$ cat src/pu_div_pkg.sv
package pu_div_pkg;

  // operand and bus widths
  localparam int DATA_WIDTH = 16;
  localparam int WB_WIDTH   = 32;
  localparam int ADDR_WIDTH = 3;

  // attribute field, invalid flag position
  localparam int ATTR_WIDTH  = 4;
  localparam int INVALID_BIT = 0;

  // write data bit carrying the operand's invalid attribute
  localparam int ATTR_IN_BIT = 16;

  // divider pipeline
  localparam int DIV_STAGES    = 4;
  localparam int STEP_BITS     = DATA_WIDTH / DIV_STAGES;
  localparam int DIV_LATENCY   = DIV_STAGES + 1;
  localparam int LAT_CNT_WIDTH = $clog2(DIV_LATENCY);

  // status register bits
  localparam int STAT_BUSY_BIT    = 0;
  localparam int STAT_INVALID_BIT = 1;

  typedef logic [DATA_WIDTH-1:0] data_t;
  typedef logic [ATTR_WIDTH:0]   attr_t;

  // word addresses of the register map
  typedef enum logic [ADDR_WIDTH-1:0] {
    ADDR_NUMER  = 3'd0,
    ADDR_DENOM  = 3'd1,
    ADDR_STATUS = 3'd2,
    ADDR_QUOT   = 3'd3,
    ADDR_REM    = 3'd4
  } reg_addr_t;

  typedef enum logic [1:0] {SEQ_IDLE, SEQ_BUSY, SEQ_READ} seq_state_t;

endpackage

$ cat src/pu_ctrl_if.sv
interface pu_ctrl_if;
  import pu_div_pkg::*;

  // operand load
  logic  signal_wr;
  logic  signal_sel;
  data_t data_in;
  attr_t attr_in;

  // result access
  logic  res_select;
  logic  signal_oe;
  data_t data_out;
  attr_t attr_out;

  modport ctrl (
    output signal_wr,
    output signal_sel,
    output data_in,
    output attr_in,
    output res_select,
    output signal_oe,
    input  data_out,
    input  attr_out
  );

  modport unit (
    input  signal_wr,
    input  signal_sel,
    input  data_in,
    input  attr_in,
    input  res_select,
    input  signal_oe,
    output data_out,
    output attr_out
  );

endinterface

$ cat src/div_pipe.sv
module div_pipe (
  input  logic              clk,
  input  logic              rst,
  input  pu_div_pkg::data_t numer,
  input  pu_div_pkg::data_t denom,
  output pu_div_pkg::data_t quotient,
  output pu_div_pkg::data_t remain
);
  import pu_div_pkg::*;

  // stage 0 is the input register, stage DIV_STAGES holds the result
  data_t rem_q [DIV_STAGES+1];
  data_t quo_q [DIV_STAGES+1];
  data_t div_q [DIV_STAGES+1];

  data_t nxt_rem [DIV_STAGES];
  data_t nxt_quo [DIV_STAGES];

  // STEP_BITS restoring steps, numerator bits shift out of quo as quotient bits shift in
  function automatic logic [2*DATA_WIDTH-1:0] div_steps(
    input data_t rem_in,
    input data_t quo_in,
    input data_t divisor
  );
    logic [DATA_WIDTH:0] trial;
    data_t               r;
    data_t               q;
    r = rem_in;
    q = quo_in;
    for (int i = 0; i < STEP_BITS; i++) begin
      trial = {r, q[DATA_WIDTH-1]};
      q     = q << 1;
      if (trial >= {1'b0, divisor}) begin
        trial = trial - {1'b0, divisor};
        q[0]  = 1'b1;
      end
      // fits after a subtract, or when trial already below divisor
      r = trial[DATA_WIDTH-1:0];
    end
    return {r, q};
  endfunction

  for (genvar k = 0; k < DIV_STAGES; k++) begin : g_stage
    assign {nxt_rem[k], nxt_quo[k]} = div_steps(rem_q[k], quo_q[k], div_q[k]);
  end

  always_ff @(posedge clk) begin
    if (rst) begin
      for (int k = 0; k <= DIV_STAGES; k++) begin
        rem_q[k] <= '0;
        quo_q[k] <= '0;
        div_q[k] <= '0;
      end
    end else begin
      // first stage starts from an empty remainder
      rem_q[0] <= '0;
      quo_q[0] <= numer;
      div_q[0] <= denom;
      for (int k = 1; k <= DIV_STAGES; k++) begin
        rem_q[k] <= nxt_rem[k-1];
        quo_q[k] <= nxt_quo[k-1];
        div_q[k] <= div_q[k-1];
      end
    end
  end

  assign quotient = quo_q[DIV_STAGES];
  assign remain   = rem_q[DIV_STAGES];

endmodule

$ cat src/pu_div.sv
module pu_div (
  input logic      clk,
  input logic      rst,
  pu_ctrl_if.unit  ctl
);
  import pu_div_pkg::*;

  // operand registers feeding the divider
  data_t arg_numer;
  data_t arg_denom;
  logic  attr_numer;
  logic  attr_denom;

  // first step of the two-step load
  data_t arg_latch;
  logic  attr_latch;

  // set once a full operand pair has been loaded
  logic  arg_valid;

  logic [DIV_STAGES-1:0] inv_pipe;

  data_t quotient_res;
  data_t remain_res;
  data_t data_res;
  logic  inv_res;
  attr_t attr_res;

  always_ff @(posedge clk) begin
    if (rst) begin
      arg_latch  <= '0;
      attr_latch <= 1'b0;
      arg_numer  <= '0;
      arg_denom  <= '0;
      attr_numer <= 1'b0;
      attr_denom <= 1'b0;
      arg_valid  <= 1'b0;
    end else if (ctl.signal_wr && !ctl.signal_sel) begin
      arg_latch  <= ctl.data_in;
      attr_latch <= ctl.attr_in[INVALID_BIT];
    end else if (ctl.signal_wr && ctl.signal_sel) begin
      // denominator strobe launches the pair
      arg_numer  <= arg_latch;
      attr_numer <= attr_latch;
      arg_denom  <= ctl.data_in;
      attr_denom <= ctl.attr_in[INVALID_BIT];
      arg_valid  <= 1'b1;
    end
  end

  // invalid flag follows the operands down the pipeline
  always_ff @(posedge clk) begin
    if (rst) begin
      inv_pipe <= '0;
    end else begin
      inv_pipe <= {inv_pipe[DIV_STAGES-2:0],
                   arg_valid && (attr_numer || attr_denom || arg_denom == '0)};
    end
  end

  div_pipe div_pipe_i (
    .clk      (clk),
    .rst      (rst),
    .numer    (arg_numer),
    .denom    (arg_denom),
    .quotient (quotient_res),
    .remain   (remain_res)
  );

  always_ff @(posedge clk) begin
    if (rst) begin
      data_res <= '0;
      inv_res  <= 1'b0;
    end else if (ctl.signal_oe) begin
      inv_res <= inv_pipe[DIV_STAGES-1];
      // nothing computed yet reads back as zero
      if (!arg_valid) begin
        data_res <= '0;
      end else if (ctl.res_select) begin
        data_res <= quotient_res;
      end else begin
        data_res <= remain_res;
      end
    end
  end

  always_comb begin
    attr_res              = '0;
    attr_res[INVALID_BIT] = inv_res;
  end

  // outputs only carry data while enabled
  assign ctl.data_out = ctl.signal_oe ? data_res : '0;
  assign ctl.attr_out = ctl.signal_oe ? attr_res : '0;

endmodule

$ cat src/div_regs.sv
module div_regs (
  input  logic                            clk,
  input  logic                            rst,
  input  logic [pu_div_pkg::ADDR_WIDTH-1:0] adr,
  input  logic [pu_div_pkg::WB_WIDTH-1:0]   dat_w,
  input  logic                            we,
  input  logic                            cyc,
  input  logic                            stb,
  output logic [pu_div_pkg::WB_WIDTH-1:0]   dat_r,
  output logic                            ack,
  pu_ctrl_if.ctrl                         ctl
);
  import pu_div_pkg::*;

  seq_state_t               state;
  logic [LAT_CNT_WIDTH-1:0] lat_cnt;
  logic                     inv_q;

  reg_addr_t                addr;
  logic                     req;
  logic                     is_operand;
  logic                     is_result;
  logic                     busy;
  logic [WB_WIDTH-1:0]      status_word;
  logic [WB_WIDTH-1:0]      reg_rdata;

  assign addr       = reg_addr_t'(adr);
  // open cycle not yet answered
  assign req        = cyc && stb && !ack;
  assign is_operand = (addr == ADDR_NUMER) || (addr == ADDR_DENOM);
  assign is_result  = (addr == ADDR_QUOT) || (addr == ADDR_REM);
  assign busy       = (state == SEQ_BUSY);

  always_comb begin
    status_word                   = '0;
    status_word[STAT_BUSY_BIT]    = busy;
    status_word[STAT_INVALID_BIT] = inv_q;
  end

  // operands are write only
  assign reg_rdata = (addr == ADDR_STATUS) ? status_word : '0;

  // operand path to the unit
  assign ctl.signal_wr  = req && we && is_operand;
  assign ctl.signal_sel = (addr == ADDR_DENOM);
  assign ctl.data_in    = dat_w[DATA_WIDTH-1:0];

  always_comb begin
    ctl.attr_in              = '0;
    ctl.attr_in[INVALID_BIT] = dat_w[ATTR_IN_BIT];
  end

  // result enable raised on the idle request and held through SEQ_READ
  assign ctl.res_select = (addr == ADDR_QUOT);
  assign ctl.signal_oe  = (state == SEQ_IDLE && req && !we && is_result) ||
                          (state == SEQ_READ);

  always_ff @(posedge clk) begin
    if (rst) begin
      state   <= SEQ_IDLE;
      lat_cnt <= '0;
      ack     <= 1'b0;
      dat_r   <= '0;
      inv_q   <= 1'b0;
    end else begin
      ack <= 1'b0;
      case (state)
        SEQ_IDLE, SEQ_BUSY: begin
          if (state == SEQ_BUSY) begin
            if (lat_cnt == '0) begin
              state <= SEQ_IDLE;
            end else begin
              lat_cnt <= lat_cnt - 1'b1;
            end
          end
          if (req) begin
            if (we || !is_result) begin
              ack <= 1'b1;
              if (!we) begin
                dat_r <= reg_rdata;
              end
              // new denominator restarts the latency count
              if (we && addr == ADDR_DENOM) begin
                state   <= SEQ_BUSY;
                lat_cnt <= LAT_CNT_WIDTH'(DIV_LATENCY - 1);
              end
            end else if (state == SEQ_IDLE) begin
              state <= SEQ_READ;
            end
            // result read while busy waits here
          end
        end
        SEQ_READ: begin
          ack   <= 1'b1;
          dat_r <= {{(WB_WIDTH-DATA_WIDTH){1'b0}}, ctl.data_out};
          inv_q <= ctl.attr_out[INVALID_BIT];
          state <= SEQ_IDLE;
        end
        default: state <= SEQ_IDLE;
      endcase
    end
  end

endmodule

$ cat src/pu_div_top.sv
module pu_div_top (
  input  logic                              clk,
  input  logic                              rst,
  input  logic [pu_div_pkg::ADDR_WIDTH-1:0] adr,
  input  logic [pu_div_pkg::WB_WIDTH-1:0]   dat_w,
  input  logic                              we,
  input  logic                              cyc,
  input  logic                              stb,
  output logic [pu_div_pkg::WB_WIDTH-1:0]   dat_r,
  output logic                              ack
);

  // control and data between register block and unit
  pu_ctrl_if ctl_if ();

  div_regs div_regs_i (
    .clk   (clk),
    .rst   (rst),
    .adr   (adr),
    .dat_w (dat_w),
    .we    (we),
    .cyc   (cyc),
    .stb   (stb),
    .dat_r (dat_r),
    .ack   (ack),
    .ctl   (ctl_if.ctrl)
  );

  pu_div pu_div_i (
    .clk (clk),
    .rst (rst),
    .ctl (ctl_if.unit)
  );

endmodule

$ cat config.mk
export PLATFORM = sky130hd
export DESIGN_NAME = pu_div_top
export DESIGN_NICKNAME = d
export VERILOG_FILES = /design/src/pu_div_pkg.sv /design/src/pu_ctrl_if.sv /design/src/div_pipe.sv /design/src/pu_div.sv /design/src/div_regs.sv /design/src/pu_div_top.sv
export SDC_FILE = /design/constraint.sdc
export NUM_CORES = 1
export LEC_CHECK = 0
export BUFFER_PORTS_ARGS = -buffer_cell sky130_fd_sc_hd__buf_2
export CAP_MARGIN = 20
export CORE_MARGIN = 10
export CORE_UTILIZATION = 69
export CTS_CLUSTER_SIZE = 8
export DETAILED_ROUTE_END_ITERATION = 16
export PLACE_DENSITY = 0.88
export REMOVE_ABC_BUFFERS = 1
export SYNTH_ARGS = -nofsm -noshare
export SYNTH_HDL_FRONTEND = slang
export SYNTH_HIERARCHICAL = 1
export SYNTH_SLANG_ARGS = --single-unit
$ cat constraint.sdc
create_clock -name clk -period 16.65 [get_ports clk]
set_input_delay 0.8325 -clock clk [delete_from_list [all_inputs] [get_ports clk]]
set_output_delay 0.8325 -clock clk [all_outputs]
set_load 0.05 [all_outputs]
==> results list <==
* Result of the run: finished, final reports clean
* Max-cap violations: 0
- Antenna violations before repair: 0
* Final Critical Period: approximately 13 ns
* Endpoints failing hold: 0
- The max-slew violation count was 0.
- The floorplan has 67 rows.
- Setup repair after global routing left no endpoint under its margin.
- Before antenna repair, the detailed router went through 6 iterations.
- Number of synthesis warnings: 6
* Placeable core region: about 34000 sq um
- Delay of the slowest critical-path stage: slightly above 0.8 ns
- Max Freq: 0.0787 GHz
- Summed negative setup slack over all endpoints: 0 ns
- In this run the vertical extent of the chip is 206 um.
* Crit path capture type: flip-flop
* Period utilisation layout: 76.4%
- The H-tree generated during clock tree synthesis spans 2 levels.
- Of all nets on the critical path, the largest fanout is 25.
* Area delta synth->final: 5.41%
* Number of sinks handled by clock tree synthesis: 304
- Via count of the first global-routing pass: 20600
- The die covers about 42000 sq um.
- In this run the tool buffered the top-level ports with 41 buffer cells.
* Combined area of all synthesized cells: ~24000 sq um
- Number of resized instances in the post-cts repair step: 0
* Routability congestion estimate: 0.988
* Fraction of layout cells with a size suffix above 1: 9.17%
* Pin count of the biggest net entering global routing: 213
- The floorplan step set the die width to 206 um.
* DRC viols: 0
* Data arrival time of the worst path: 13.13 ns
* CTS buffer count: 45
- Summed over all nets, the half-perimeter wirelength after detailed placement is 46.0 mm.
- Count of hold buffers inserted by post-cts repair: 0
- Among the stages of the critical path, the cell type that occurs most often is o21ai_0.
- Post-CTS setup-driven buffer insertion count: 0
- Path type of the worst min-delay path: flip-flop to flip-flop
- Synthesis produced a netlist whose cell count is 2912.
- Number of nets in the final layout: 3173
- STA classifies the critical path startpoint as a flip-flop.
* Slew at the pin closest to its max-slew limit: approximately 1.1 ns
* Antenna Cells: 0
* Total congestion overflow: 0
- Critical setup path kind: flip-flop to flip-flop
* Wire length of the first global-routing pass: approximately 100 mm
- Sum of routed wire length over all layers: 63.2 mm
- After detailed routing, the average wire length per cell comes to 19.0 um.
- Post-Route Skew: roughly 0.028 ns
- Worst Path Required: 17.06 ns
- Via count: ~21000
- The clock passes through at most 3 buffers.
- CTS tree: done
- In the global route stage, overall resource usage came out at around 29%.
* Clock latency on the worst-skew pair: around 0.57 ns
* Initial DRC count: 2085
- Critical-path top delay cell: a211o_1
* Starting Density: between 70% and 80%
- Final antenna-violating net count: 0
- Per-cell via count in the routed design: between 6 and 7
- The average instance in the mapped netlist occupies 8.18 sq um.
- After clock tree synthesis, the clock-pin slew on the worst setup and hold paths is around 0.050 ns.
- The worst pin sits at a relative slew slack of 28.2%.
- The root buffer cell chosen for the clock tree is clkbuf_16.
- Number of top-level pins: 73
* Final Setup Violations: 0
## sequential cells by signal, indices dropped and copies added, names as in the netlist
register,flops
div_regs_i/ack,1
pu_div_i/data_res,16
pu_div_i/div_pipe_i/quo_q,80
pu_div_i/attr_numer,1
div_regs_i/inv_q,1
pu_div_i/div_pipe_i/rem_q,64
div_regs_i/dat_r,16
div_regs_i/state,2
div_regs_i/lat_cnt,3
pu_div_i/attr_latch,1
pu_div_i/arg_numer,16
pu_div_i/inv_res,1
pu_div_i/inv_pipe,4
pu_div_i/attr_denom,1
pu_div_i/div_pipe_i/div_q,64
pu_div_i/arg_valid,1
pu_div_i/arg_latch,16
pu_div_i/arg_denom,16
## routing by layer
metal	track usage, %	vias up	wire length [um]
li1	-	10147	-
met1	36.1	10066	26300
met2	49.1	901	30400
met3	3.35	185	4230
met4	11.3	0	2230
met5	0	-	0
## cells in the final DEF, fill, tap and decap left out, types with 10 or more instances in the layout
master	instances
a31oi_1	16
xor2_1	63
o31ai_1	24
or3_1	17
o21ai_0	129
dfxtp_1	304
mux2_4	11
clkbuf_16	45
and2_1	37
mux2i_1	62
nand2_1	243
fa_1	15
o21bai_1	16
conb_1	16
nand2b_1	32
a211o_1	10
a21o_1	70
and3_1	14
a211oi_1	20
a21oi_2	11
nor4_1	24
a311oi_1	11
a21oi_1	245
nand3_1	55
o21a_1	30
o211ai_1	16
o31a_1	10
buf_2	40
xnor2_1	112
a22o_1	15
nor2_1	272
nor3_1	59
nand4_1	37
inv_1	170
nor2b_1	132
ha_1	245
or2_2	16
mux2_2	79
## critical path: cells and delay by family, from the launching register on
family                     cells  cell delay, ns
muxes                          2            1.00
adders and majority gates      4            1.35
buffers and inverters          3            0.36
AOI/OAI and AO/OA             21            7.10
DFF                            1            0.41
and+or+nand+nor                9            2.31
## stage by stage
stage               worst slack (ns)  hold slack (ns)  std cells  area [sq um]  utilization (%)
floorplan                       6.31            0.414       2776         22900                -
global placement                4.82            0.415       3271         23800             70.4
detailed placement              4.53            0.424       3271         23800             70.4
CTS                             4.35            0.435       3324         25100             74.2
global route                    3.15            0.441       3327         25100             74.3
finish                          3.94            0.432       3327         25100             74.3
## path summary, 6_finish.rpt
kind | startpoint | end | slack, ns | depth (start not counted)
worst min-delay path | pu_div_i/inv_pipe[2]$_SDFF_PP0_ | pu_div_i/inv_pipe[3]$_SDFF_PP0_ | 0.43 | 1
worst max-delay path | pu_div_i/div_pipe_i/div_q[0][49]$_SDFF_PP0_ | pu_div_i/div_pipe_i/rem_q[0][79]$_SDFF_PP0_ | 3.94 | 39
worst max register to register | pu_div_i/div_pipe_i/div_q[0][49]$_SDFF_PP0_ | pu_div_i/div_pipe_i/rem_q[0][79]$_SDFF_PP0_ | 3.94 | 39
worst min register to register | pu_div_i/inv_pipe[2]$_SDFF_PP0_ | pu_div_i/inv_pipe[3]$_SDFF_PP0_ | 0.43 | 1
## final cells by class
| class | count | area [sq um] |
|---|---|---|
| clock buffer | 47 | 1150 |
| clock inverter | 6 | 123 |
| fill | 2420 | 8690 |
| inverter | 170 | 638 |
| multi-input combinational | 2302 | 16200 |
| sequential | 304 | 6090 |
| tap | 448 | 561 |
| timing repair buffer | 50 | 307 |
Power is not shown: default switching activity piles up to over one toggle a cycle in this logic, so the estimate is an artifact.
